[src/obi_vp_pkg.sv]
// ---------------------------------------------------------------------
// Shared definitions for the OBI memory and virtual-peripheral block
// Bus widths, the word offsets of the VP register window and the
// state and opcode enums used by the FSM, decoder and timer
// Import inside module bodies, use scoped names in port lists
// ---------------------------------------------------------------------

`default_nettype none

package obi_vp_pkg;

    // ---------------------------------------------------------------
    // Bus widths
    // ---------------------------------------------------------------
    localparam int unsigned ADDR_W   = 32;
    localparam int unsigned DATA_W   = 32;
    localparam int unsigned IRQ_W    = 32;
    localparam int unsigned IRQ_ID_W = 5;

    // Countdown width of both timer channels
    localparam int unsigned TIMER_W  = 16;

    // ---------------------------------------------------------------
    // VP register window, word offsets
    // ---------------------------------------------------------------
    localparam int unsigned VP_OFF_W = 2;

    // Line index in wdata[4:0], delay in wdata[31:16]
    localparam logic [VP_OFF_W-1:0] VP_OFFSET_IRQ_TIMER   = 2'd0;
    // Delay in wdata[15:0]
    localparam logic [VP_OFF_W-1:0] VP_OFFSET_DEBUG_TIMER = 2'd1;
    // Mask of pending lines to drop
    localparam logic [VP_OFF_W-1:0] VP_OFFSET_IRQ_CLEAR   = 2'd2;

    // Response phase of the OBI slave
    typedef enum logic [1:0] {
        RESP_IDLE,
        RESP_WAIT,
        RESP_VALID
    } resp_state_e;

    // Decoded VP write operation
    typedef enum logic [1:0] {
        VP_NONE,
        VP_IRQ_TIMER,
        VP_DEBUG_TIMER,
        VP_IRQ_CLEAR
    } vp_op_e;

endpackage : obi_vp_pkg

`default_nettype wire

[src/obi_resp_fsm.sv]
// ---------------------------------------------------------------------
// OBI grant and response timing
// Grants one request at a time and raises rvalid exactly RESP_LATENCY
// cycles after the grant edge; a new grant may overlap the rvalid cycle
// ---------------------------------------------------------------------

`timescale 1ns/10ps
`default_nettype none

module obi_resp_fsm #(
    parameter int unsigned RESP_LATENCY = 2
) (
    input  wire logic clk_i,
    input  wire logic arst_n_i,
    input  wire logic req_i,
    output logic      gnt_o,
    output logic      rvalid_o
);

    import obi_vp_pkg::*;

    // Counter holds the remaining WAIT cycles
    localparam int unsigned CNT_W = $clog2(RESP_LATENCY + 1);
    localparam logic [CNT_W-1:0] CNT_LOAD =
        CNT_W'((RESP_LATENCY > 1) ? RESP_LATENCY - 2 : 0);

    resp_state_e      state_q;
    resp_state_e      state_d;
    logic [CNT_W-1:0] cnt_q;
    logic [CNT_W-1:0] cnt_d;

    // Free in IDLE and in the last cycle of a response
    assign gnt_o    = req_i && (state_q != RESP_WAIT);
    assign rvalid_o = (state_q == RESP_VALID);

    // ---------------------------------------------------------------
    // Next state
    // ---------------------------------------------------------------
    always_comb begin
        state_d = state_q;
        cnt_d   = cnt_q;
        case (state_q)
            RESP_IDLE, RESP_VALID: begin
                if (gnt_o) begin
                    // Latency of one skips the wait phase
                    if (RESP_LATENCY == 1) begin
                        state_d = RESP_VALID;
                    end else begin
                        state_d = RESP_WAIT;
                        cnt_d   = CNT_LOAD;
                    end
                end else begin
                    state_d = RESP_IDLE;
                end
            end
            RESP_WAIT: begin
                if (cnt_q == '0) begin
                    state_d = RESP_VALID;
                end else begin
                    cnt_d = cnt_q - 1'b1;
                end
            end
            default: begin
                state_d = RESP_IDLE;
            end
        endcase
    end

    // ---------------------------------------------------------------
    // State registers
    // ---------------------------------------------------------------
    always_ff @(posedge clk_i or negedge arst_n_i) begin
        if (!arst_n_i) begin
            state_q <= RESP_IDLE;
            cnt_q   <= '0;
        end else begin
            state_q <= state_d;
            cnt_q   <= cnt_d;
        end
    end

endmodule : obi_resp_fsm

`default_nettype wire

[config.mk]
export PLATFORM = sky130hd
export DESIGN_NAME = obi_resp_fsm
export DESIGN_NICKNAME = d
export VERILOG_FILES = /design/src/obi_vp_pkg.sv /design/src/obi_resp_fsm.sv
export SDC_FILE = /design/constraint.sdc
export NUM_CORES = 1
export LEC_CHECK = 0
export BUFFER_PORTS_ARGS = -buffer_cell sky130_fd_sc_hd__buf_2
export CAP_MARGIN = 10
export CORE_AREA = 3 3 40 42
export CTS_BUF_LIST = sky130_fd_sc_hd__clkbuf_4 sky130_fd_sc_hd__clkbuf_8
export DETAILED_ROUTE_END_ITERATION = 12
export DIE_AREA = 0 0 43 45
export MAX_ROUTING_LAYER = met4
export SLEW_MARGIN = 20
export SYNTH_ARGS = -nofsm -noshare
export SYNTH_HDL_FRONTEND = slang
export SYNTH_SLANG_ARGS = --single-unit
[constraint.sdc]
create_clock -name clk_i -period 1.5 [get_ports clk_i]
set_input_delay 0.15 -clock clk_i [delete_from_list [all_inputs] [get_ports clk_i]]
set_output_delay 0.15 -clock clk_i [all_outputs]
set_load 0.005 [all_outputs]
# Word-level counts from Yosys, hierarchy flattened
# Index checks and enable logic that the tools add are counted.
# classes
n_addsub	1
n_eq_ne	6
mux	6
n_reduce_logical	6
# op_table
operator	n
2-bit case mux with 2 select lines	2
2-bit 2-to-1 mux	3
2-bit inequality test, second input constant	3
2-bit logical NOT	2
3-bit AND reduction	1
2-bit by 1-bit equality test with 1-bit output, second input constant	1
2-bit equality test, second input constant	1
2-bit by 1-bit inequality test with 1-bit output, second input constant	1
2-bit nonzero test	1
2-bit OR reduction	1
2-bit by 1-bit subtractor with 2-bit output, second input constant	1
1-bit logical AND	1
1-bit 2-to-1 mux	1
# word_totals
reg_bits	4
inputBits	3
out_inout_bits	2
wordCells	21

# Depth between registers and ports, before layout
# depth
word_depth	4
depth_mapped	5

# Worst setup path after synthesis
# OpenSTA, ideal clock, no wires.
# synth_timing
path_type	register -> register
from	register cnt_q[0]
to	register cnt_q[0]
setup_ns	0.127
arrival_time_ns	1.105
t_required_ns	1.373
setup_slack_ns	0.268
stages_incl_launch_ff	6
n_path_buf	0
period_less_slack_ns	1.232
path_cell_list	dfrtp_1 inv_1 ha_1 or3b_1 o21ai_1 mux2i_1
# synth_via
elab_chain_len	3
word_cells_on_any_way	6
classes_between	1 x add/sub; 1 x eq/ne; 2 x mux; 2 x reduce/logical
# synth_lines
item	line	source
start: declaration	obi_resp_fsm.sv:29	logic [CNT_W-1:0] cnt_q;
start signal: assignment	obi_resp_fsm.sv:78	cnt_q <= cnt_d;
2-bit by 1-bit subtractor with 2-bit output or 2-bit logical NOT (tied branches)	obi_resp_fsm.sv:60, obi_resp_fsm.sv:57	
2-bit 2-to-1 mux or 2-bit inequality test (tied branches)	-	
2-bit case mux with 2 select lines or 3-bit AND reduction (tied branches)	-	
# Parallel ways exist; a longest one is shown, timed or not. The select of a mux whose other input is x is not followed.
# A chain may end at the register's enable or synchronous reset.

# Worst setup path after layout
# Same ends and word-level chain as after synthesis.

==> flow_summary.json <==
{
  "outcome": "finished, final reports clean",
  "ys_seq_area_frac": 0.516,
  "cts_resized": 0,
  "drive_above_1_share": 0.296,
  "p_leak_nw": 0.130,
  "synth_cell_types": 10,
  "row_count": 13,
  "clk_pin_slew_ps": 30,
  "fin_nets": 33,
  "insertion_delay_ps": 230,
  "worstReg2RegStart": "cnt_q[0]$_DFFE_PN0P_",
  "crit_start": "cnt_q[0]$_DFFE_PN0P_",
  "fp.dieH_um": 45,
  "h-tree-depth": 1,
  "drtPass1Iterations": 2,
  "max-vdd-ir-drop_mv": 0.224,
  "setup_viol": 0,
  "totalWireLength_um": 342,
  "max_freq_ghz": 0.758,
  "routedWlPerCell_um": 8.14,
  "grtUsageTotal": 0.0525,
  "place_congestion": 0.635,
  "mostFrequentLayoutCells": "4 x inv_1, 4 x dfrtp_1, 4 x buf_2",
  "worst_slack_ps": 181,
  "overflow": 0,
  "post_dp_cell_area_sq_um": 233,
  "cp_slowest_cell": "or3b_1",
  "preCtsSetupSlack_ps": 172,
  "crit_fanout": 3,
  "syn_area_sq_um": 194,
  "ys_seq_elements": 4,
  "grt_pass1_wl_um": 634,
  "tns_ps": 0,
  "utilization": 0.206,
  "cts_made_buffers": 3,
  "drt_iter0_drc": 1,
  "cp_data_arrival_time_ps": 1420,
  "post-route-min-period_ps": 1320,
  "coreArea_sq_um": 1280,
  "synth-warning-count": 0,
  "final_hold_viol_count": 0,
  "max_stage_delay_ps": 380,
  "cp-end-kind": "flip-flop",
  "synth.largest_area_cell": "dfrtp_1",
  "yosys.area.top_type_share": 0.516,
  "crit_type": "reg2reg",
  "tritoncts": "built",
  "clockBufferDepth": 2,
  "ant_nets": 0,
  "fp.dieW_um": 43,
  "syn_area_per_cell_sq_um": 10.2,
  "stdcell_count": 42,
  "vias_per_cell": 3.67,
  "fin_skew_ps": 0.302,
  "clockRootBuffer": "clkbuf_4",
  "power-per-cell-area_nw_per_um2": 995,
  "finalInstanceArea_sq_um": 265,
  "ios": 5,
  "grt_pass1_vias": 174,
  "critPathLaunchType": "flip-flop",
  "hp-class": "in2reg",
  "total_power_mw": 0.264,
  "slew_headroom": 0.874,
  "hold_start": "req_i",
  "synthCells": 19,
  "route.vias.total": 154,
  "cts_sinks": 4,
  "start_util": 0.151,
  "rsz0062_at_grt": "false",
  "grt_max_degree": 8,
  "drv_cap": 0,
  "path_cells": "inv_1 -> ha_1 -> or3b_1 -> o21ai_1 -> mux2i_1",
  "diodes": 0,
  "grt_antenna_before_repair": 0,
  "place_inst": 38,
  "period_share": 0.880,
  "dp_hpwl_um": 282,
  "io_buffers": 4,
  "report.final.slew_viol_count": 0,
  "drc": 0,
  "worstMarginPinSlew_ps": 189,
  "critPathRequiredTime_ps": 1600,
  "die_area_sq_um": 1940,
  "netlist_top_cells_area": "dfrtp_1 52%, mux2i_1 10%, inv_1 7.7%",
  "synth_fp_nets": 23,
  "syn_to_final_growth_pct": 36.8,
  "whs_ps": 225
}
-- metal layers --
| metal | vias up | GRT usage | share of wire |
|---|---|---|---|
| li1 | 79 | - | - |
| met1 | 70 | 0.0462 | 0.45 |
| met2 | 5 | 0.0599 | 0.43 |
| met3 | 0 | 0.0398 | 0.11 |
| met4 | 0 | 0.0723 | 0 |
| met5 | - | - | 0 |
-- flip-flops by register name, summed over array words and instances (netlist names) --
register,flops
cnt_q,2
state_q,2
-- what timing repair did --
action,CTS,global route
endpoints found under the hold margin,4,0
buffers inserted,0,0
setup endpoints to repair,0,0
hold buffers,1,0
-- synth_stat cells, drive strengths merged --
| library cell | number |
|---|---|
| or3b | 1 |
| a22o | 1 |
| a21oi | 1 |
| inv | 4 |
| nor2 | 3 |
| ha | 1 |
| dfrtp | 4 |
| o21ai | 1 |
| mux2i | 2 |
| and3 | 1 |
-- power by group --
group | switching, mW | internal (mW) | total [mW]
registers | 0.00439 | 0.112 | 0.117
clock network | 0.0384 | 0.0891 | 0.128
logic | 0.00939 | 0.0102 | 0.0196
-- cell type report --
| cell class | count | area, sq um |
|---|---|---|
| flip-flops and latches | 4 | 100 |
| multi-input cells | 11 | 78.8 |
| clock buffers | 3 | 22.5 |
| repair buffers | 5 | 30.0 |
| inverters | 4 | 15.0 |
| fillers | 149 | 1020 |
| well taps | 15 | 18.8 |
-- worst paths after layout --
kind                                     endpoint  slack (ps)  depth (start not counted)
min                        state_q[0]$_DFFE_PN0P_         220                          3
max in group asynchronous  state_q[1]$_DFFE_PN0P_        1130                          2
min in group asynchronous    cnt_q[0]$_DFFE_PN0P_         250                          2
max reg2reg                  cnt_q[0]$_DFFE_PN0P_         180                          5
min reg2reg                  cnt_q[0]$_DFFE_PN0P_         470                          1
max                          cnt_q[0]$_DFFE_PN0P_         180                          5
-- kinds of logic after synthesis --
logic type,after synthesis,synth area share
adder cells (fa/ha/maj),1,0.0645
AO/OA/AOI/OAI,3,0.0967
buffers and inverters,4,0.0774
flip-flops,4,0.516
multiplexers,2,0.103
AND/OR/NAND/NOR,5,0.142
-- critical path, delay by kind of cell, from the launching register on --
family / cells / cell delay [ps]
AOI/OAI and AO/OA: 1 / 120
buffers and inverters: 1 / 50
DFF: 1 / 350
adders and majority gates: 1 / 210
muxes: 1 / 100
and+or+nand+nor: 1 / 380
Power figures use the tool's default switching activity.
