## src/obi_vp_pkg.sv

```systemverilog
// ---------------------------------------------------------------------
// Shared definitions for the OBI memory and virtual-peripheral block
// Bus widths, the word offsets of the VP register window and the
// state and opcode enums used by the FSM, decoder and timer
// Import inside module bodies, use scoped names in port lists
// ---------------------------------------------------------------------

`default_nettype none

package obi_vp_pkg;

    // ---------------------------------------------------------------
    // Bus widths
    // ---------------------------------------------------------------
    localparam int unsigned ADDR_W   = 32;
    localparam int unsigned DATA_W   = 32;
    localparam int unsigned IRQ_W    = 32;
    localparam int unsigned IRQ_ID_W = 5;

    // Countdown width of both timer channels
    localparam int unsigned TIMER_W  = 16;

    // ---------------------------------------------------------------
    // VP register window, word offsets
    // ---------------------------------------------------------------
    localparam int unsigned VP_OFF_W = 2;

    // Line index in wdata[4:0], delay in wdata[31:16]
    localparam logic [VP_OFF_W-1:0] VP_OFFSET_IRQ_TIMER   = 2'd0;
    // Delay in wdata[15:0]
    localparam logic [VP_OFF_W-1:0] VP_OFFSET_DEBUG_TIMER = 2'd1;
    // Mask of pending lines to drop
    localparam logic [VP_OFF_W-1:0] VP_OFFSET_IRQ_CLEAR   = 2'd2;

    // Response phase of the OBI slave
    typedef enum logic [1:0] {
        RESP_IDLE,
        RESP_WAIT,
        RESP_VALID
    } resp_state_e;

    // Decoded VP write operation
    typedef enum logic [1:0] {
        VP_NONE,
        VP_IRQ_TIMER,
        VP_DEBUG_TIMER,
        VP_IRQ_CLEAR
    } vp_op_e;

endpackage : obi_vp_pkg

`default_nettype wire

```

## src/vp_irq_merge.sv

```systemverilog
// ---------------------------------------------------------------------
// Pending interrupt register and external merge
// Timer sets, clear mask and core acknowledge update the pending bits;
// the output is pending OR the external interrupt lines
// ---------------------------------------------------------------------

`timescale 1ns/10ps
`default_nettype none

module vp_irq_merge (
    input  wire logic                            clk_i,
    input  wire logic                            arst_n_i,
    input  wire logic [obi_vp_pkg::IRQ_W-1:0]    irq_set_i,
    input  wire logic [obi_vp_pkg::IRQ_W-1:0]    clr_mask_i,
    input  wire logic [obi_vp_pkg::IRQ_W-1:0]    irq_i,
    input  wire logic                            irq_ack_i,
    input  wire logic [obi_vp_pkg::IRQ_ID_W-1:0] irq_id_i,
    output logic      [obi_vp_pkg::IRQ_W-1:0]    irq_o
);

    import obi_vp_pkg::*;

    logic [IRQ_W-1:0] pending_q;
    logic [IRQ_W-1:0] ack_mask;

    // One-hot of the acknowledged line
    assign ack_mask = irq_ack_i ? (IRQ_W'(1) << irq_id_i) : '0;

    // ---------------------------------------------------------------
    // Pending bits, set beats clear
    // ---------------------------------------------------------------
    always_ff @(posedge clk_i or negedge arst_n_i) begin
        if (!arst_n_i) begin
            pending_q <= '0;
        end else begin
            pending_q <= (pending_q & ~clr_mask_i & ~ack_mask) | irq_set_i;
        end
    end

    // External lines pass through, never latched
    assign irq_o = pending_q | irq_i;

endmodule : vp_irq_merge

`default_nettype wire

```

## config.mk

```make
export PLATFORM = sky130hd
export DESIGN_NAME = vp_irq_merge
export DESIGN_NICKNAME = d
export VERILOG_FILES = /design/src/obi_vp_pkg.sv /design/src/vp_irq_merge.sv
export SDC_FILE = /design/constraint.sdc
export NUM_CORES = 1
export LEC_CHECK = 0
export BUFFER_PORTS_ARGS = -buffer_cell sky130_fd_sc_hd__buf_2
export CORE_MARGIN = 3
export CORE_UTILIZATION = 44
export DETAILED_ROUTE_END_ITERATION = 10
export GPL_ROUTABILITY_DRIVEN = 1
export PLACE_DENSITY_LB_ADDON = 0.08
export SYNTH_ARGS = -nofsm -noshare
export SYNTH_HDL_FRONTEND = slang
export SYNTH_SLANG_ARGS = --single-unit
```

## constraint.sdc

```tcl
create_clock -name clk_i -period 1.83 [get_ports clk_i]
set_clock_uncertainty 0.15 [all_clocks]
set_input_delay 0.366 -clock clk_i [delete_from_list [all_inputs] [get_ports clk_i]]
set_output_delay 0.366 -clock clk_i [all_outputs]
set_load 0.02 [all_outputs]
```

==> After elaboration in Yosys (flattened, before gate mapping) <==
Cells that the tools add are included.
{ "classes": {"mux": 1, "bitwise_logic": 6, "n_shift": 1} }
{ "ops": {"columns": ["cell", "count"], "rows": [
  ["bitwise AND 32 bit", 2],
  ["inverter 32 bit", 2],
  ["OR 32 bit", 2],
  ["two-way mux 32 bit", 1],
  ["<< shifter 1 x 5 -> 32 bit, first input constant", 1]
]} }
{ "totals": {"reg_bits": 32, "inputBits": 104} }

==> Longest topological paths before layout <==
Gate-level depths: netlist (run 1).
{ "logic_depth": {"ltp_word": 5, "mapped_depth": 3} }

==> Worst setup path after synthesis (run 1) <==
Ideal clock, no wire load.
{ "synth_timing": {"path_kind": "in2out", "from": "input irq_i[30] (netlist bit)", "to": "output irq_o[30] (netlist bit)", "slack_ns": 0.611, "arrival_ns": 0.703, "t_required_ns": 1.314, "stages": 1, "path_cell_list": "or2_2"} }
{ "synth_via": {"elab_chain_cells": 1} }
{ "synth_rtl": {"columns": ["item", "line", "source"], "rows": [
  ["start, declared", "vp_irq_merge.sv:15", "input wire logic [obi_vp_pkg::IRQ_W-1:0] irq_i,"],
  ["OR 32 bit", "vp_irq_merge.sv:41", "assign irq_o = pending_q | irq_i;"],
  ["end, declared", "vp_irq_merge.sv:18", "output logic [obi_vp_pkg::IRQ_W-1:0] irq_o"]
]} }
Every way passes these cells.

==> Worst setup path in the final report (run 1) <==
{ "layout_timing": {"from": "register pending_q[2]", "to": "output irq_o[2] (netlist bit)"} }
{ "layout_via": {"elab_chain_cells": 1} }
{ "layout_rtl": {"columns": ["item", "line", "source"], "rows": [
  ["start, declared", "vp_irq_merge.sv:23", "logic [IRQ_W-1:0] pending_q;"],
  ["start signal, assigned", "vp_irq_merge.sv:36", "pending_q <= (pending_q & ~clr_mask_i & ~ack_mask) | irq_set_i;"],
  ["OR 32 bit", "vp_irq_merge.sv:41", null]
]} }
Every way passes these cells.

==> out/results.ini, run 1 <==
[outcome]
status=completed

[placement]
dp.cells=354
place_congestion=0.7409
dp.final_hpwl_microns=3823
place_area_sq_mm=0.002600
port-buffer-count=135

[detailed_routing]
wl_per_cell_microns=13.60
wl_microns=4896
drc=0
ant_nets=0
avgViaCountPerCell=5.069
vias=1825
drt_iter0_drc=50
drtPass1Iterations=4

[floorplanning]
dieArea_sq_mm=0.005150
io_pins=136
fp-row-count=23
core-area_sq_mm=0.004086
die_y_microns=71.77
die_w_microns=71.77
start_util=0.4657

[final_layout]
layout_common_cells=135 x buf_2, 32 x nor2b_1, 32 x or2_2, 32 x dfrtp_1, 27 x a2bb2oi_1
largest_register_ffs=32
fill_cells=370
area_growth_pct=40.76
antenna_cells=0
drive_gt1_frac=0.5871
top_regs=pending_q: 32 flops
seqCellArea_sq_um=800.8
multiInputGateArea_sq_mm=0.001054
fin_area_sq_mm=0.002679
fin_util=0.6555
final_common_cell=buf_2
final_nets=416
instances_no_fill=360
regMostFlops=pending_q

[cts]
numCtsBuffers=5
cts_max_path_buffers=2
cts_tree=built
cts_resized=0
cts.sink_count=32
clockRootBuffer=clkbuf_8
cts.clk_slew.worst_paths_ps=60
ctsHoldBuffers=1
htreeDepth=2
postCtsSetupRepairBufs=0
clk_latency_ps=270

[synth]
synth_seq_area_share=0.4208
synth_mux_area_frac=0
syn-num-nets=280
synth_top_family_by_area=simple AND/OR/NAND/NOR gates
synth_xor_area_frac=0
ys_types=17
synthSimpleGateAreaFrac=0.3899
synth_area_sq_mm=0.001903
syn_avg_cell_area_sq_um=10.81
synth-compound-area-share=0.1637
netlist_instances=176
synth_warnings=0
synthAdderAreaFrac=0
synth-seq-cells=32

[worst_setup_path]
start_kind=flop
regToRegSetupSlack_ps=910
worstPathArrival_ps=1100
worstPathRequired_ps=1310
worst-setup-path-type=flop to primary output
end_kind=primary output
r2r_start=pending_q[8]$_DFF_PN0_
worstReg2RegEnd=pending_q[8]$_DFF_PN0_
crit_slowest_cell=dfrtp_1
cp_num_buf_inv=1
worst-path-max-fanout=2
reg2reg_depth=2
crit_chain=or2_2 > buf_2
max_stage_delay_ps=380
critical_path.top_delay_family=flip-flops

[sta]
max_slew_margin=0.7288
max_freq_ghz=0.6178
fin_setup_tns_ps=0
setup_viol=0
tightest_slew_ps=406.8
fin_crit_ps=1619
final_max_slew_viol_count=0
holdWs_ps=194.7
finalHoldViolations=0
rsz0062_at_grt=no
fin_crit_sh=0.8845

[run]
cap_violations=0

[min_path]
hp-class=input pin to flop
hold_start=irq_set_i[19]
hold_path_depth=2
holdPathEnd=pending_q[19]$_DFF_PN0_

[pwr]
cellPowerDensity_mw_per_mm2=624.5
vdd_drop_max_uv=367.1
leakage_nw=1.249

[global_route]
grt_pass1_wl_microns=7845
grt.total_usage=0.1903
grt_pass1_vias=1816
grt_max_degree=21
antenna_found_initial=0
gr-total-overflow=0

[cells by family (layout without fill, tap and decap cells)]
group,Yosys count,count (layout)
flops,32,32
buf+inv,8,142
simple gates,104,104
compound gates,32,32
[cells in the mapped netlist]
library cell,n,area [sq um]
dfrtp_1,32,800.8
nor2b_1,32,200.2
or2_2,32,200.2
a2bb2oi_1,27,236.5
nor3b_1,16,120.1
and3b_1,8,70.07
nor3_1,8,40.04
buf_2,6,30.03
a2bb2oi_2,5,75.07
and4b_1,2,20.02
and4bb_4,2,32.53
and4_1,1,8.760
and4b_4,1,13.76
and4bb_1,1,12.51
buf_4,1,7.510
buf_6,1,11.26
nor4b_4,1,23.77
[layout make-up]
type,count,share of cell area
repair buffers,137,0.2588
flip-flops and latches,32,0.2989
well taps,50,0.02335
clock buffers,5,0.02569
multi-input cells,136,0.3933
[worst max-delay path by stage]
stage / cells after the start / to / from
after CTS: 2 / irq_o[2] / pending_q[2]$_DFF_PN0_
final: 2 / irq_o[2] / pending_q[2]$_DFF_PN0_
after detailed placement: 3 / pending_q[8]$_DFF_PN0_ / irq_id_i[0]
after floorplan: 1 / irq_o[30] / irq_i[30]
after global routing: 2 / irq_o[12] / pending_q[12]$_DFF_PN0_
after global placement: 3 / irq_o[14] / irq_i[14]
[per-stage QoR]
stage	power, mW	setup WS (ps)
6_report	1.673	211.5
5_1_grt	1.762	161.4
4_1_cts	1.693	200.4
3_5_place_dp	1.214	391.4
3_3_place_gp	1.208	418.9
2_1_floorplan	1.027	610.6
[per-layer routing]
metal  part of all wire  global-route usage  wire length, microns
met5                  0                   0                     0
met1               0.42              0.2406                  2071
met2               0.47              0.3235                  2318
met3              0.098             0.04488                   481
met4             0.0049             0.05637                    24
[report_power, final]
| group | switching, mW | total (mW) | leakage [nW] | internal [mW] |
|---|---|---|---|---|
| Sequential | 0.0213 | 0.780 | 0.346 | 0.758 |
| Clock | 0.228 | 0.472 | 0.0359 | 0.244 |
| Combinational | 0.190 | 0.421 | 0.867 | 0.231 |
| Total | 0.439 | 1.67 | 1.25 | 1.23 |
No activity file was read; power rests on OpenSTA's default activity.
==> run 2: changes to the inputs <==
==> constraint.sdc (replaced) <==
create_clock -name clk_i -period 1.9 [get_ports clk_i]
set_clock_uncertainty 0.15 [all_clocks]
set_input_delay 0.38 -clock clk_i [delete_from_list [all_inputs] [get_ports clk_i]]
set_output_delay 0.38 -clock clk_i [all_outputs]
set_load 0.02 [all_outputs]
==> run 2 against run 1 <==
Total power grew 2.5%. Global-route usage grew 0.73 points. Combinational power shrank 4%. Worst hold slack gained 9.7 ps. Clock power grew 18%. Highest routed layer unchanged.
==> out/results.ini, run 2 (same netlist as run 1, synthesis figures left out) <==
[worst_setup_path]
crit_slowest_cell=dfrtp_1
crit_chain=or2_2 > buf_2
worstPathRequired_ps=1370
worst-setup-path-type=flop to primary output
worstPathArrival_ps=1110
end_kind=primary output
worst-path-max-fanout=2
max_stage_delay_ps=390
start_kind=flop

[sta]
max_freq_ghz=0.6100
fin_crit_ps=1639
finalHoldViolations=0
holdWs_ps=204.4
tightest_slew_ps=422.5
final_max_slew_viol_count=0
fin_setup_tns_ps=0
max_slew_margin=0.7183
fin_crit_sh=0.8628
setup_ws_ps=260.6
setup_viol=0
rsz0062_at_grt=no

[final_layout]
layout_common_cells=135 x buf_2, 32 x nor2b_1, 32 x or2_2, 32 x dfrtp_1, 27 x a2bb2oi_1
antenna_cells=0
top_regs=pending_q: 32 flops
final_common_cell=buf_2
fin_util=0.6623
area_growth_pct=42.21
regMostFlops=pending_q
final_nets=416
drive_gt1_frac=0.5897
largest_register_ffs=32

[cts]
numCtsBuffers=5
cts.sink_count=32
clk_latency_ps=270
htreeDepth=2
postCtsSetupRepairBufs=0
clockRootBuffer=clkbuf_8
cts_resized=0
cts_tree=built
ctsHoldBuffers=1
cts_max_path_buffers=2
cts.clk_slew.worst_paths_ps=70

[detailed_routing]
avgViaCountPerCell=5.113
drc=0
ant_nets=0
wl_per_cell_microns=13.77
dr_wl_met3_microns=548
drt_iter0_drc=91
vias=1851
highest_layer=met4
drt-met1-wl_microns=1995
met2_wirelength_microns=2398
wl_microns=4985
drtPass1Iterations=5

[global_route]
antenna_found_initial=0
grt_pass1_vias=1804
gr-total-overflow=0
grt.total_usage=0.1976
grt_max_degree=33
grt_pass1_wl_microns=7983

[pwr]
cellPowerDensity_mw_per_mm2=633.8
vdd_drop_max_uv=275.9
total_power_mw=1.715
leakage_nw=1.263

[floorplanning]
io_pins=136
core-area_sq_mm=0.004086
die_w_microns=71.77
die_y_microns=71.77
dieArea_sq_mm=0.005150
fp-row-count=23
start_util=0.4657

[run]
cap_violations=0

[min_path]
hp-class=input pin to flop

[outcome]
status=completed

[placement]
place_congestion=0.7065
dp_slack_ps=464.0
port-buffer-count=135
dp.final_hpwl_microns=3870

==> run 2: cell count changes in the layout (fill, tap and decap cells not counted), sizes merged <==
cell / previous run / this run
clkbuf: 5 / 7
==> run 2: layout make-up <==
type / count / area (sq um)
Clock buffer: 7 / 96.34
Fill cell: 338 / 1380
Multi-Input combinational cell: 136 / 1054
Sequential cell: 32 / 800.8
Tap cell: 50 / 62.56
Timing Repair Buffer: 137 / 693.2
==> run 2: worst paths after layout <==
path	slack, ps	endpoint	start	depth (start not counted)
hold / removal	200	pending_q[19]$_DFF_PN0_	irq_set_i[19]	2
min in group asynchronous	530	pending_q[25]$_DFF_PN0_	arst_n_i	3
setup / recovery	260	irq_o[2]	pending_q[2]$_DFF_PN0_	2
setup reg to reg	980	pending_q[17]$_DFF_PN0_	pending_q[17]$_DFF_PN0_	2
max in group asynchronous	770	pending_q[27]$_DFF_PN0_	arst_n_i	3
hold reg to reg	500	pending_q[26]$_DFF_PN0_	pending_q[26]$_DFF_PN0_	2
==> run 2: report_power, final <==
part	switching, mW	leakage (nW)	total, mW	internal, mW
logic	0.182	0.867	0.405	0.223
registers	0.0212	0.346	0.751	0.730
clock network	0.236	0.0503	0.559	0.322
total	0.440	1.26	1.72	1.28
==> run 2: worst max-delay path, delay by kind of cell, from the launching register on <==
kind | cells | cell delay, ps
buffers and inverters | 1 | 160
DFF | 1 | 390
and+or+nand+nor | 1 | 290
==> run 2: routing by layer <==
metal,vias up,track usage
li1,907,-
met1,846,0.2386
met2,93,0.3378
met3,5,0.06732
met4,0,0.05010
met5,-,0
==> run 2: metrics by stage <==
step / std cells / area (sq um)
global placement: 354 / 2600
CTS: 362 / 2706
floorplan: 176 / 1903
finish: 362 / 2706
detailed placement: 354 / 2600
global route: 362 / 2706
==> run 3: changes to the inputs <==
--- a/config.mk
+++ b/config.mk
@@ -6,7 +6,7 @@
 export NUM_CORES = 1
 export LEC_CHECK = 0
 export BUFFER_PORTS_ARGS = -buffer_cell sky130_fd_sc_hd__buf_2
-export CORE_MARGIN = 3
+export CORE_MARGIN = 5
 export CORE_UTILIZATION = 44
 export DETAILED_ROUTE_END_ITERATION = 10
 export GPL_ROUTABILITY_DRIVEN = 1
==> run 3 against run 2 <==
Total power fell by 1.4%. Worst setup slack improved by 3.5 ps. Register-to-register slack barely moved. Core utilization fell by 2.6 points. First-iteration DRC count fell by 26%. Clock power fell by 4.8%. Sequential power barely moved. Worst hold slack got worse by 0.57 ps. Routed wire length rose by 3.0%. Non-clock buffer count did not move. Highest routed layer unchanged. Critical path type unchanged. Critical endpoint is now irq_o[18]. Critical path depth did not move. Cell area rose by 0.32%.
==> out/results.ini, run 3 (same netlist as run 1, synthesis figures left out) <==
[outcome]
status=completed

[placement]
dp.final_hpwl_microns=4096
place_congestion=0.7016
dp_slack_ps=452.3
port-buffer-count=135

[pwr]
total_power_mw=1.692
vdd_drop_max_uv=339.8
cellPowerDensity_mw_per_mm2=623.1
leakage_nw=1.263

[min_path]
holdPathEnd=pending_q[14]$_DFF_PN0_
hp-class=input pin to flop
hold_path_depth=2
hold_start=irq_set_i[14]

[final_layout]
top_regs=pending_q: 32 flops
fill_cells=375
largest_register_ffs=32
antenna_cells=0
regMostFlops=pending_q
final_common_cell=buf_2
area_growth_pct=42.67
drive_gt1_frac=0.5847
final_nets=416
layout_common_cells=135 x buf_2, 32 x nor2b_1, 32 x or2_2, 32 x dfrtp_1, 27 x a2bb2oi_1

[floorplanning]
core-area_sq_mm=0.004264
die_w_microns=75.77
die_y_microns=75.77
io_pins=136
start_util=0.4463
fp-row-count=24
dieArea_sq_mm=0.005740

[detailed_routing]
drc=0
drt_iter0_drc=67
vias=1808
wl_microns=5135
drtPass1Iterations=4
wl_per_cell_microns=14.07
avgViaCountPerCell=4.953
ant_nets=0

[worst_setup_path]
worst-setup-path-type=flop to primary output
reg2reg_depth=2
worst-path-max-fanout=2
worstReg2RegEnd=pending_q[18]$_DFF_PN0_
regToRegSetupSlack_ps=980
worstPathRequired_ps=1370
start_kind=flop
r2r_start=pending_q[18]$_DFF_PN0_
worstPathArrival_ps=1110
end_kind=primary output

[sta]
rsz0062_at_grt=no
setup_ws_ps=264.1
finalHoldViolations=0
max_slew_margin=0.7184
holdWs_ps=203.8
setup_viol=0
fin_crit_sh=0.8610
final_max_slew_viol_count=0
fin_crit_ps=1636
max_freq_ghz=0.6113
tightest_slew_ps=422.3
fin_setup_tns_ps=0

[cts]
cts.sink_count=32
cts_tree=built
numCtsBuffers=5
htreeDepth=2
cts.clk_slew.worst_paths_ps=60
clockRootBuffer=clkbuf_8
cts_max_path_buffers=2
clk_latency_ps=270

[global_route]
grt.total_usage=0.1754
grt_pass1_vias=1841
grt_max_degree=21
gr-total-overflow=0
grt_pass1_wl_microns=7714
antenna_found_initial=0

[run]
cap_violations=0

run 3: cell types whose count changed in the layout (fill, tap and decap cells not counted), sizes merged:
cell | previous run | this run
clkbuf | 7 | 8
run 3: cell type report:
class	count	area, sq um	area share
timing repair buffer	137	705.7	0.2599
tap	52	65.06	0.02396
sequential	32	800.8	0.2949
multi-input combinational	136	1054	0.3880
clock buffer	8	90.09	0.03318
run 3: metal layers:
layer	vias to the layer above	global-route usage	share of wire
li1	905	-	-
met1	812	0.1965	0.39
met2	84	0.3099	0.48
met3	7	0.05145	0.12
met4	0	0.06990	0.013
met5	-	0	0
run 3: worst max path at each step:
stage | start | endpoint | cells past startpoint
after floorplan | irq_i[30] | irq_o[30] | 1
after global placement | irq_i[15] | irq_o[15] | 3
after detailed placement | irq_i[30] | irq_o[30] | 3
after CTS | pending_q[12]$_DFF_PN0_ | irq_o[12] | 2
after global routing | pending_q[12]$_DFF_PN0_ | irq_o[12] | 2
final | pending_q[18]$_DFF_PN0_ | irq_o[18] | 2
run 3: repair_timing:
| action | 4_1_cts | 5_1_grt |
|---|---|---|
| hold buffers | 1 | 0 |
| resized for setup | 0 | 0 |
| setup buffers | 0 | 0 |
| endpoints found under the hold margin | 15 | 0 |
run 3: per-stage QoR:
stage / instance area (sq um) / instances / util
detailed placement: 2615 / 356 / 0.6133
global placement: 2615 / 356 / 0.6133
CTS: 2715 / 365 / 0.6367
finish: 2715 / 365 / 0.6367
global route: 2715 / 365 / 0.6367
floorplan: 1903 / 176 / -
run 3: critical path: stages (launching register included):
cell	delay [ps]
dfrtp_1	390
or2_2	290
buf_2	160
run 3: power breakdown:
| part | internal, mW | leakage, nW | switching [mW] |
|---|---|---|---|
| combinational | 0.226 | 0.872 | 0.183 |
| clock | 0.295 | 0.0455 | 0.237 |
| sequential | 0.730 | 0.346 | 0.0210 |
| total | 1.25 | 1.26 | 0.441 |
