`config.mk`:
```
export PLATFORM = sky130hd
export DESIGN_NAME = vp_timer
export DESIGN_NICKNAME = d
export VERILOG_FILES = /design/src/obi_vp_pkg.sv /design/src/vp_timer.sv
export SDC_FILE = /design/constraint.sdc
export NUM_CORES = 1
export LEC_CHECK = 0
export ABC_AREA = 1
export BUFFER_PORTS_ARGS = -buffer_cell sky130_fd_sc_hd__buf_2
export CAP_MARGIN = 40
export CORE_MARGIN = 8
export CORE_UTILIZATION = 49
export CTS_BUF_LIST = sky130_fd_sc_hd__clkbuf_8 sky130_fd_sc_hd__clkbuf_16
export DETAILED_ROUTE_END_ITERATION = 7
export GPL_TIMING_DRIVEN = 0
export HOLD_SLACK_MARGIN = 0.12
export PLACE_DENSITY = 0.85
export SYNTH_ARGS = -nofsm -noshare
export SYNTH_HDL_FRONTEND = slang
export SYNTH_SLANG_ARGS = --single-unit
```
`constraint.sdc`:
```
create_clock -name clk_i -period 2.1 [get_ports clk_i]
set_clock_uncertainty 0.05 [all_clocks]
set_input_delay 0.105 -clock clk_i [delete_from_list [all_inputs] [get_ports clk_i]]
set_output_delay 0.105 -clock clk_i [all_outputs]
set_load 0.005 [all_outputs]
```
`src/obi_vp_pkg.sv`:
```
// ---------------------------------------------------------------------
// Shared definitions for the OBI memory and virtual-peripheral block
// Bus widths, the word offsets of the VP register window and the
// state and opcode enums used by the FSM, decoder and timer
// Import inside module bodies, use scoped names in port lists
// ---------------------------------------------------------------------

`default_nettype none

package obi_vp_pkg;

    // ---------------------------------------------------------------
    // Bus widths
    // ---------------------------------------------------------------
    localparam int unsigned ADDR_W   = 32;
    localparam int unsigned DATA_W   = 32;
    localparam int unsigned IRQ_W    = 32;
    localparam int unsigned IRQ_ID_W = 5;

    // Countdown width of both timer channels
    localparam int unsigned TIMER_W  = 16;

    // ---------------------------------------------------------------
    // VP register window, word offsets
    // ---------------------------------------------------------------
    localparam int unsigned VP_OFF_W = 2;

    // Line index in wdata[4:0], delay in wdata[31:16]
    localparam logic [VP_OFF_W-1:0] VP_OFFSET_IRQ_TIMER   = 2'd0;
    // Delay in wdata[15:0]
    localparam logic [VP_OFF_W-1:0] VP_OFFSET_DEBUG_TIMER = 2'd1;
    // Mask of pending lines to drop
    localparam logic [VP_OFF_W-1:0] VP_OFFSET_IRQ_CLEAR   = 2'd2;

    // Response phase of the OBI slave
    typedef enum logic [1:0] {
        RESP_IDLE,
        RESP_WAIT,
        RESP_VALID
    } resp_state_e;

    // Decoded VP write operation
    typedef enum logic [1:0] {
        VP_NONE,
        VP_IRQ_TIMER,
        VP_DEBUG_TIMER,
        VP_IRQ_CLEAR
    } vp_op_e;

endpackage : obi_vp_pkg

`default_nettype wire

```
`src/vp_timer.sv`:
```
// ---------------------------------------------------------------------
// Virtual peripheral timers
// Two countdown channels loaded by VP writes: one sets an interrupt
// line on expiry, the other pulses a debug request; also forwards the
// interrupt clear mask for one cycle
// ---------------------------------------------------------------------

`timescale 1ns/10ps
`default_nettype none

module vp_timer (
    input  wire logic                          clk_i,
    input  wire logic                          arst_n_i,
    input  wire logic                          accept_i,
    input  wire obi_vp_pkg::vp_op_e            op_i,
    input  wire logic [obi_vp_pkg::DATA_W-1:0] wdata_i,
    output logic      [obi_vp_pkg::IRQ_W-1:0]  irq_set_o,
    output logic      [obi_vp_pkg::IRQ_W-1:0]  clr_mask_o,
    output logic                               dbg_pulse_o
);

    import obi_vp_pkg::*;

    logic                irq_load;
    logic                dbg_load;
    logic                clr_hit;
    logic [TIMER_W-1:0]  irq_cnt_q;
    logic [IRQ_ID_W-1:0] irq_line_q;
    logic                irq_fire;
    logic [TIMER_W-1:0]  dbg_cnt_q;
    logic                dbg_pulse_q;

    // Opcode decode of accepted writes
    assign irq_load = accept_i && (op_i == VP_IRQ_TIMER);
    assign dbg_load = accept_i && (op_i == VP_DEBUG_TIMER);
    assign clr_hit  = accept_i && (op_i == VP_IRQ_CLEAR);

    // ---------------------------------------------------------------
    // Interrupt channel
    // ---------------------------------------------------------------
    // Counter value D after the load edge, reaches 1 one cycle early
    always_ff @(posedge clk_i or negedge arst_n_i) begin
        if (!arst_n_i) begin
            irq_cnt_q <= '0;
        end else if (irq_load) begin
            // Zero delay leaves the channel disarmed
            irq_cnt_q <= wdata_i[DATA_W-1 -: TIMER_W];
        end else if (irq_cnt_q != '0) begin
            irq_cnt_q <= irq_cnt_q - 1'b1;
        end
    end

    // Line index travels with the delay
    always_ff @(posedge clk_i) begin
        if (irq_load) begin
            irq_line_q <= wdata_i[IRQ_ID_W-1:0];
        end
    end

    // A reload in the expiry cycle cancels the old countdown
    assign irq_fire  = (irq_cnt_q == TIMER_W'(1)) && !irq_load;
    assign irq_set_o = irq_fire ? (IRQ_W'(1) << irq_line_q) : '0;

    // ---------------------------------------------------------------
    // Debug channel
    // ---------------------------------------------------------------
    always_ff @(posedge clk_i or negedge arst_n_i) begin
        if (!arst_n_i) begin
            dbg_cnt_q   <= '0;
            dbg_pulse_q <= 1'b0;
        end else begin
            // Registered so the pulse lines up with the pending bit timing
            dbg_pulse_q <= (dbg_cnt_q == TIMER_W'(1)) && !dbg_load;
            if (dbg_load) begin
                dbg_cnt_q <= wdata_i[TIMER_W-1:0];
            end else if (dbg_cnt_q != '0) begin
                dbg_cnt_q <= dbg_cnt_q - 1'b1;
            end
        end
    end

    assign dbg_pulse_o = dbg_pulse_q;

    // Clear mask is only live in the accept cycle
    assign clr_mask_o = clr_hit ? wdata_i[IRQ_W-1:0] : '0;

endmodule : vp_timer

`default_nettype wire
```
==> After elaboration in Yosys (flattened, before gate mapping) <==
Index checks and enable logic that the tools add are counted.
{ "op_classes": {"n_eq_ne": 5, "muxes": 6, "n_addsub": 2, "shifts": 1, "n_reduce_logical": 11} }
{ "ops": {"columns": ["op", "n"], "rows": [
  ["2-to-1 mux 16 bit", 4],
  ["2-to-1 mux 32 bit", 2],
  ["== test 16 x 1 -> 1 bit (second input constant)", 2],
  ["nonzero test 16 bit", 2],
  ["<< shifter 1 x 5 -> 32 bit (first input constant)", 1],
  ["subtractor 16 x 1 -> 16 bit (second input constant)", 2],
  ["logical AND 1 bit", 5],
  ["== test 2 bit (second input constant)", 2],
  ["nonzero test 2 bit", 2],
  ["== test 2 x 1 -> 1 bit (second input constant)", 1],
  ["logical NOT 1 bit", 2]
]} }
{ "totals": {"in_bits": 37, "elab_cells": 29, "register_bits": 38, "out_inout_bits": 65} }

==> Depth between registers and ports, before layout <==
Gate-level depths: netlist of run 1.
{ "logic_depth": {"word_depth": 5, "ltp_mapped": 9, "mapped_depth_nobuf": 9} }

==> Least setup slack after synthesis of run 1 <==
OpenSTA, ideal clock, no wires.
{ "synth_timing": {"kind": "flip-flop to flip-flop", "start": "reg irq_cnt_q[0]", "end": "reg irq_cnt_q[1]", "arrival_time_ns": 1.346, "n_path_buf": 1, "path_slack_ns": 0.585, "required_time_ns": 1.932, "setup_ns": 0.118, "stages_incl_launch_ff": 9, "synth_period_minus_slack_ns": 1.515, "cell_sequence": "dfrtp_1 inv_1 ha_1 nand2_2 nor2_4 nand3_4 buf_12 nand2_1 o21ai_2"} }
{ "synth_between": {"elab_chain_len": 3, "elab_cells_between_ends": 5, "classes_between": "add/sub (1); mux (2); reduce/logical (2)"} }
{ "synth_lines": {"columns": ["element", "line", "text"], "rows": [
  ["start: declaration", "vp_timer.sv:27", "logic [TIMER_W-1:0] irq_cnt_q;"],
  ["start signal: assignment", "vp_timer.sv:47", "irq_cnt_q <= wdata_i[DATA_W-1 -: TIMER_W];"],
  ["start signal: assignment", "vp_timer.sv:49", "irq_cnt_q <= irq_cnt_q - 1'b1;"],
  ["subtractor 16 x 1 -> 16 bit", "vp_timer.sv:49", null],
  ["2-to-1 mux 16 bit", "vp_timer.sv:48", "end else if (irq_cnt_q != '0) begin"],
  ["2-to-1 mux 16 bit", "vp_timer.sv:45", "end else if (irq_load) begin"]
]} }
Several ways; a longest one is shown, not always the timed one. The select of a mux whose other input is x is not followed.
A chain may end at the register's enable or synchronous reset.

==> Final worst setup path of run 1 <==
{ "layout_timing": {"start": "reg irq_cnt_q[8]", "end": "out irq_set_o[14] (netlist name)"} }
{ "layout_between": {"elab_chain_len": 3} }
{ "layout_lines": {"columns": ["element", "line", "text"], "rows": [
  ["== test 16 x 1 -> 1 bit", "vp_timer.sv:61", "assign irq_fire = (irq_cnt_q == TIMER_W'(1)) && !irq_load;"],
  ["logical AND 1 bit", "vp_timer.sv:61", null],
  ["2-to-1 mux 32 bit", "vp_timer.sv:62", "assign irq_set_o = irq_fire ? (IRQ_W'(1) << irq_line_q) : '0;"],
  ["end: declaration", "vp_timer.sv:17", "output logic [obi_vp_pkg::IRQ_W-1:0] irq_set_o,"]
]} }
Every way passes these cells.

==> results of run 1 <==
cells in the mapped netlist:
| master | number | area share |
|---|---|---|
| sky130_fd_sc_hd__nor2_1 | 123 | 0.14 |
| sky130_fd_sc_hd__nand2_1 | 118 | 0.14 |
| sky130_fd_sc_hd__inv_1 | 102 | 0.12 |
| sky130_fd_sc_hd__dfrtp_1 | 33 | 0.26 |
| sky130_fd_sc_hd__nand3_1 | 25 | 0.039 |
| sky130_fd_sc_hd__o21ai_0 | 17 | 0.027 |
| sky130_fd_sc_hd__nand4_1 | 16 | 0.031 |
| sky130_fd_sc_hd__nor2_2 | 14 | 0.027 |
| sky130_fd_sc_hd__o21ai_2 | 8 | 0.022 |
| sky130_fd_sc_hd__a21oi_1 | 7 | 0.011 |
| sky130_fd_sc_hd__clkbuf_1 | 7 | 0.0082 |
| sky130_fd_sc_hd__nor2_4 | 6 | 0.021 |
| sky130_fd_sc_hd__edfxtp_1 | 5 | 0.047 |
| sky130_fd_sc_hd__buf_2 | 4 | 0.0063 |
| sky130_fd_sc_hd__ha_1 | 4 | 0.016 |
| sky130_fd_sc_hd__nand2_2 | 4 | 0.0078 |
| sky130_fd_sc_hd__buf_6 | 3 | 0.011 |
| sky130_fd_sc_hd__a21oi_2 | 2 | 0.0055 |
| sky130_fd_sc_hd__nand3_4 | 2 | 0.011 |
| sky130_fd_sc_hd__nand3b_1 | 2 | 0.0047 |
| sky130_fd_sc_hd__nand4_4 | 2 | 0.013 |
| sky130_fd_sc_hd__nor3_1 | 2 | 0.0031 |
| sky130_fd_sc_hd__o211ai_2 | 2 | 0.0078 |
| sky130_fd_sc_hd__buf_12 | 1 | 0.0063 |
| sky130_fd_sc_hd__buf_4 | 1 | 0.0023 |
| sky130_fd_sc_hd__inv_2 | 1 | 0.0012 |
| sky130_fd_sc_hd__nor2_8 | 1 | 0.0063 |
| sky130_fd_sc_hd__o21ai_1 | 1 | 0.0016 |
| sky130_fd_sc_hd__xnor2_1 | 1 | 0.0027 |
kinds of logic after synthesis:
group,Yosys count,share of synthesized area
and+or+nand+nor,315,0.448
buffers and inverters,119,0.154
adders and majority gates,4,0.0156
xor gates and xnor gates,1,0.00274
AOI/OAI and AO/OA,37,0.0743
DFF,38,0.305
metal layers:
| layer | global-route usage | share of wire | up-vias |
|---|---|---|---|
| li1 | - | - | 1812 |
| met2 | 0.365 | 0.54 | 126 |
| met4 | 0.0840 | 0.021 | 0 |
| met1 | 0.196 | 0.39 | 1571 |
| met5 | 0 | 0 | - |
| met3 | 0.0441 | 0.055 | 20 |
critical path, delay by kind of cell (launching register included):
kind	cells	cell delay (ps)
flops	1	430
simple gates	5	740
buf+inv	2	320
sequential cells by signal, summed over array words and instances, names as in the netlist:
register	flops
dbg_pulse_o	1
irq_cnt_q	16
irq_line_q	5
dbg_cnt_q	16
cell type report:
cell class,count,area share
buffer,16,0.0261
clock buffer,6,0.0200
clock inverter,2,0.00212
inverter,103,0.0937
multi-input combinational,357,0.420
sequential,38,0.237
tap,77,0.0234
timing repair buffer,124,0.178
metrics by stage:
stage                     total power [mW]  setup WS [ps]  std cells
after detailed placement              2.15            365        692
after global placement                2.09            401        692
after global routing                  2.95           17.7        723
final                                 2.72            136        723
after CTS                             2.73            157        723
after floorplan                       1.89            585        514
where the power goes:
group          internal, mW  leakage (nW)  switching, mW
sequential            0.945         0.424          0.210
combinational         0.404          1.91          0.632
clock                 0.260        0.0524          0.268
timing repair:
item	4_1_cts	5_1_grt
hold buffers	23	0
setup buffers	0	0
endpoints found under the hold margin	58	0
endpoints found under the setup margin	0	1
resized for setup	0	1
path summary, 6_finish.rpt:
path	start	end	slack, ps
max in group asynchronous	arst_n_i	dbg_cnt_q[9]	1130
worst min-delay path	wdata_i[9]	dbg_cnt_q[9]	130
min in group asynchronous	arst_n_i	irq_cnt_q[5]	350
worst max register to register	irq_cnt_q[0]	irq_cnt_q[1]	350
worst min register to register	irq_cnt_q[9]	irq_cnt_q[9]	480
worst max-delay path	irq_cnt_q[8]	irq_set_o[14]	140
==> metrics.log, run 1 <==
[metrics] count of H-tree levels built during CTS: 2
[metrics] via count of the first global-routing pass: 3546
[metrics] share of layout cells above drive strength 1: 0.248
[metrics] x dimension of the die: 96.8 um
[metrics] cell chain of the critical path: nor2_2 -> nand2_2 -> nor2_8 -> nand4_4 -> buf_6 -> nor2_1 -> buf_2
[metrics] path category of the worst min-delay check: in -> reg
[metrics] Die H: 96.8 um
[metrics] Area Overhead vs Synth: 28.9%
[metrics] global router's overall resource usage: 0.193
[metrics] # port buffers: 101
[metrics] violation count after the first detailed-route iteration: 101
[metrics] first-pass GRT wire length: 15.5 mm
[metrics] syn avg cell area: 6.22 um^2
[metrics] GRT Residual Overflow: 0
[metrics] last weighted congestion value of the routability-driven placer: 0.875
[metrics] max-slew headroom at the worst pin: 0.481
[metrics] initial core utilization: 0.504
[metrics] most common cell after layout, fill and taps aside: sky130_fd_sc_hd__nor2_1
[metrics] Cell Area, Placed: 3800 um^2
[metrics] fill cell total of the finished layout: 570
[metrics] clock tree from TritonCTS: built
[metrics] clock input transition at the sequential cells of the worst setup and hold paths: 80 ps
[metrics] net count after synthesis: 555
[metrics] kind of critical path: reg -> out
[metrics] Via Count: 3529
[metrics] worst-path cell with the longest stage delay: sky130_fd_sc_hd__dfrtp_1
[metrics] data required time of the worst path: 1950 ps
[metrics] final setup fails: 0
[metrics] WL final: 9.00 mm
[metrics] accumulated negative setup slack: 0 ps
[metrics] synthesized instance count: 514
[metrics] number of cells on the worst hold path: 7
[metrics] data arrival time of the worst path: 1810 ps
[metrics] total standard cell area after synthesis: 3200 um^2
[metrics] sequential-to-total area share from yosys stat: 0.305
[metrics] Core Area: 6350 um^2
[metrics] power per cell area: 659 nW/um^2
[metrics] nature of the critical path endpoint: output port
[metrics] number of storage elements in the synthesis netlist: 38
[metrics] full die area: 9370 um^2
[metrics] static leakage power: 2.39 nW
[metrics] Sequential Area: 976 um^2
[metrics] dpl hpwl: 6.76 mm
[metrics] max-slew violation total from the final report: 0
[metrics] category of the worst setup path launch point: flip-flop
[metrics] longest individual stage delay on the worst path: 430 ps
[metrics] clock tree root buffer cell: sky130_fd_sc_hd__clkbuf_8
[metrics] number of violations of the max-capacitance limit: 0
[metrics] end-of-flow core utilization: 0.650
[metrics] maximum clock path buffer count: 2
[metrics] Worst Hold Slack: 130 ps
[metrics] vias per cell: 4.88
[metrics] worst voltage drop across the vdd grid: 0.000427 V
[metrics] area used by multi-input combinational logic: 1730 um^2
[metrics] unique cell type count in the Yosys netlist: 29
[metrics] setup repair after global routing missed its margin: false
[metrics] antenna violations before repair: 0
[metrics] clock insertion delay at the later pin of the skew report: 300 ps
[metrics] number of cells traversed by the worst register-to-register path: 8
[metrics] number of failing hold endpoints at the final stage: 0
[metrics] # diodes: 0
[metrics] FMAX: 509 MHz
[metrics] top fanout value on the critical path: 10
[metrics] count of unresolved DRC violations after routing: 0
[metrics] largest net degree at the start of global routing: 34
[metrics] FP Rows: 29
[metrics] number of iterations in the first detailed-routing pass: 5
[metrics] min cycle time layout: 1960 ps
[metrics] most frequent cells in the layout: sky130_fd_sc_hd__nor2_1 (122), sky130_fd_sc_hd__nand2_1 (118), sky130_fd_sc_hd__buf_2 (105)
[metrics] count of nets left with antenna violations after detail routing: 0
[metrics] count of pins on the block boundary: 102
[metrics] pin slew with the least headroom to its limit: 779 ps
[metrics] yosys synthesis warning count: 0
[metrics] total CTS buffers: 5
[metrics] final layout net count: 686
[metrics] fin crit share: 0.935
[metrics] area of all placed cells without fillers: 4130 um^2
[metrics] total clock sinks: 38
[metrics] outcome: finished clean
[metrics] per-cell routed wire length: 12.4 um
No activity file was read; power rests on OpenSTA's default activity.
==> run 2, diff against run 1 <==
Settings changed: CTS_CLUSTER_SIZE from default to 40, REMOVE_ABC_BUFFERS from default to 1.
==> metrics.log, run 2 (same netlist as run 1, synthesis figures left out) <==
[metrics] outcome: finished clean
[metrics] min cycle time layout: 1950 ps
[metrics] kind of critical path: reg -> out
[metrics] dpl hpwl: 6.39 mm
[metrics] buffers inserted by post-CTS timing repair: 0
[metrics] path category of the worst min-delay check: in -> reg
[metrics] # diodes: 0
[metrics] number of violations of the max-capacitance limit: 0
[metrics] initial core utilization: 0.504
[metrics] worst voltage drop across the vdd grid: 0.000332 V
[metrics] internal power: 1.69 mW
[metrics] total clock sinks: 38
[metrics] area used by multi-input combinational logic: 1730 um^2
[metrics] data arrival time of the worst path: 1800 ps
[metrics] nature of the critical path endpoint: output port
[metrics] end of the worst register-to-register path: irq_cnt_q[13]
[metrics] Sw Share: 0.393
[metrics] clock network fraction of total power: 0.219
[metrics] clock tree from TritonCTS: built
[metrics] Die H: 96.8 um
[metrics] clock tree root buffer cell: sky130_fd_sc_hd__clkbuf_8
[metrics] global router's overall resource usage: 0.183
[metrics] via count of the first global-routing pass: 3428
[metrics] number of cells on the worst hold path: 7
[metrics] count of pins on the block boundary: 102
[metrics] worst hold endpoint: dbg_cnt_q[11]
[metrics] data required time of the worst path: 1950 ps
[metrics] number of iterations in the first detailed-routing pass: 4
[metrics] FP Rows: 29
[metrics] minimum setup slack in the final design: 149 ps
[metrics] clock insertion delay at the later pin of the skew report: 300 ps
[metrics] vias per cell: 4.83
[metrics] total CTS buffers: 5
[metrics] leading registers by flop count: dbg_cnt_q (16), irq_cnt_q (16), irq_line_q (5)
[metrics] full die area: 9370 um^2
[metrics] Via Count: 3417
[metrics] max-slew violation total from the final report: 0
[metrics] accumulated negative setup slack: 0 ps
[metrics] static leakage power: 2.35 nW
[metrics] source of the worst register-to-register timing path: irq_cnt_q[0]
[metrics] count of nets left with antenna violations after detail routing: 0
[metrics] # port buffers: 101
[metrics] violation count after the first detailed-route iteration: 138
[metrics] x dimension of the die: 96.8 um
[metrics] largest net degree at the start of global routing: 34
[metrics] switching power of the nets: 1.09 mW
[metrics] setup repair after global routing missed its margin: false
[metrics] FMAX: 513 MHz
[metrics] final layout net count: 670
[metrics] grt peak-use layer: met2
[metrics] met1 Resource Use GR: 0.196
[metrics] worst setup slack after placement: 280 ps
[metrics] register-to-register setup slack: 270 ps
[metrics] fin crit share: 0.929
[metrics] final setup fails: 0
[metrics] max-slew headroom at the worst pin: 0.495
[metrics] per-cell routed wire length: 12.0 um
[metrics] top fanout value on the critical path: 16
[metrics] min-delay src: wdata_i[11]
[metrics] most common cell after layout, fill and taps aside: sky130_fd_sc_hd__nor2_1
[metrics] M2 GR Usage: 0.328
[metrics] power per cell area: 688 nW/um^2
[metrics] relative contribution of combinational cells to total power: 0.366
[metrics] maximum clock path buffer count: 2
[metrics] GRT Residual Overflow: 0
[metrics] fill cell total of the finished layout: 576
[metrics] antenna violations before repair: 0
[metrics] number of failing hold endpoints at the final stage: 0
[metrics] count of H-tree levels built during CTS: 2
[metrics] category of the worst setup path launch point: flip-flop
[metrics] clock input transition at the sequential cells of the worst setup and hold paths: 80 ps
[metrics] most frequent cells in the layout: sky130_fd_sc_hd__nor2_1 (123), sky130_fd_sc_hd__nand2_1 (118), sky130_fd_sc_hd__inv_1 (104)
[metrics] met3 track demand over resource: 0.0597
[metrics] share of layout cells above drive strength 1: 0.238
[metrics] number of cells traversed by the worst register-to-register path: 9
[metrics] Area Overhead vs Synth: 26.5%
[metrics] WL final: 8.51 mm
[metrics] count of unresolved DRC violations after routing: 0
[metrics] first-pass GRT wire length: 15.0 mm
[metrics] proportion of power drawn by flip-flops and latches: 0.415
[metrics] Core Area: 6350 um^2
[metrics] pin slew with the least headroom to its limit: 757 ps
[metrics] Sequential Area: 976 um^2
[metrics] last weighted congestion value of the routability-driven placer: 0.885
==> run 2: how the worst max path moves through the flow <==
stage,end,from
6_report,irq_set_o[0],irq_cnt_q[1]
5_1_grt,irq_set_o[0],irq_cnt_q[1]
4_1_cts,irq_set_o[0],irq_cnt_q[1]
3_5_place_dp,irq_cnt_q[13],irq_cnt_q[0]
3_3_place_gp,irq_cnt_q[14],irq_cnt_q[0]
2_1_floorplan,irq_cnt_q[10],irq_cnt_q[0]
==> run 2: per-layer routing <==
| metal | up-vias | wire length (um) |
|---|---|---|
| li1 | 1775 | - |
| met1 | 1516 | 3450 |
| met2 | 113 | 4200 |
| met3 | 13 | 721 |
| met4 | 0 | 129 |
| met5 | - | 0 |
==> run 2: cell type report <==
type,instances,share of cell area
Sequential cell,38,0.241
Timing Repair Buffer,124,0.186
Tap cell,77,0.0238
Multi-Input combinational cell,357,0.427
Clock inverter,3,0.00927
Clock buffer,5,0.0170
Inverter,103,0.0955
==> run 2: worst max-delay path: stages, from the launching register on <==
cell and delay (ps):
sky130_fd_sc_hd__dfrtp_1 380, sky130_fd_sc_hd__inv_1 120, sky130_fd_sc_hd__ha_1 160, sky130_fd_sc_hd__nand2_1 110, sky130_fd_sc_hd__nor2_4 190, sky130_fd_sc_hd__nand4_4 220, sky130_fd_sc_hd__nor2_1 190, sky130_fd_sc_hd__buf_2 140
==> run 2: power by group through the flow <==
stage          registers (mW)  logic [mW]  clock network (mW)
5_1_grt                  1.19        1.18               0.645
3_3_place_gp             1.15       0.930                   0
3_5_place_dp             1.17       0.980                   0
6_report                 1.16        1.02               0.608
4_1_cts                  1.15        1.02               0.619
2_1_floorplan            1.11       0.766                   0
==> run 2: through the flow <==
stage               cell area (um^2)  instances   util  total power [mW]  hold WS (ps)
global placement                3690        676  0.582              2.08           155
finish                          4050        707  0.637              2.78           117
detailed placement              3720        677  0.586              2.15           165
global route                    4050        707  0.637              3.01           165
floorplan                       3090        498      -              1.88          -241
CTS                             4050        707  0.637              2.79           122
==> run 2: what timing repair did <==
| item | CTS | global route |
|---|---|---|
| endpoints found under the hold margin | 57 | 0 |
| setup endpoints to repair | 0 | 2 |
| resized for setup | 0 | 0 |
| hold buffers | 22 | 0 |
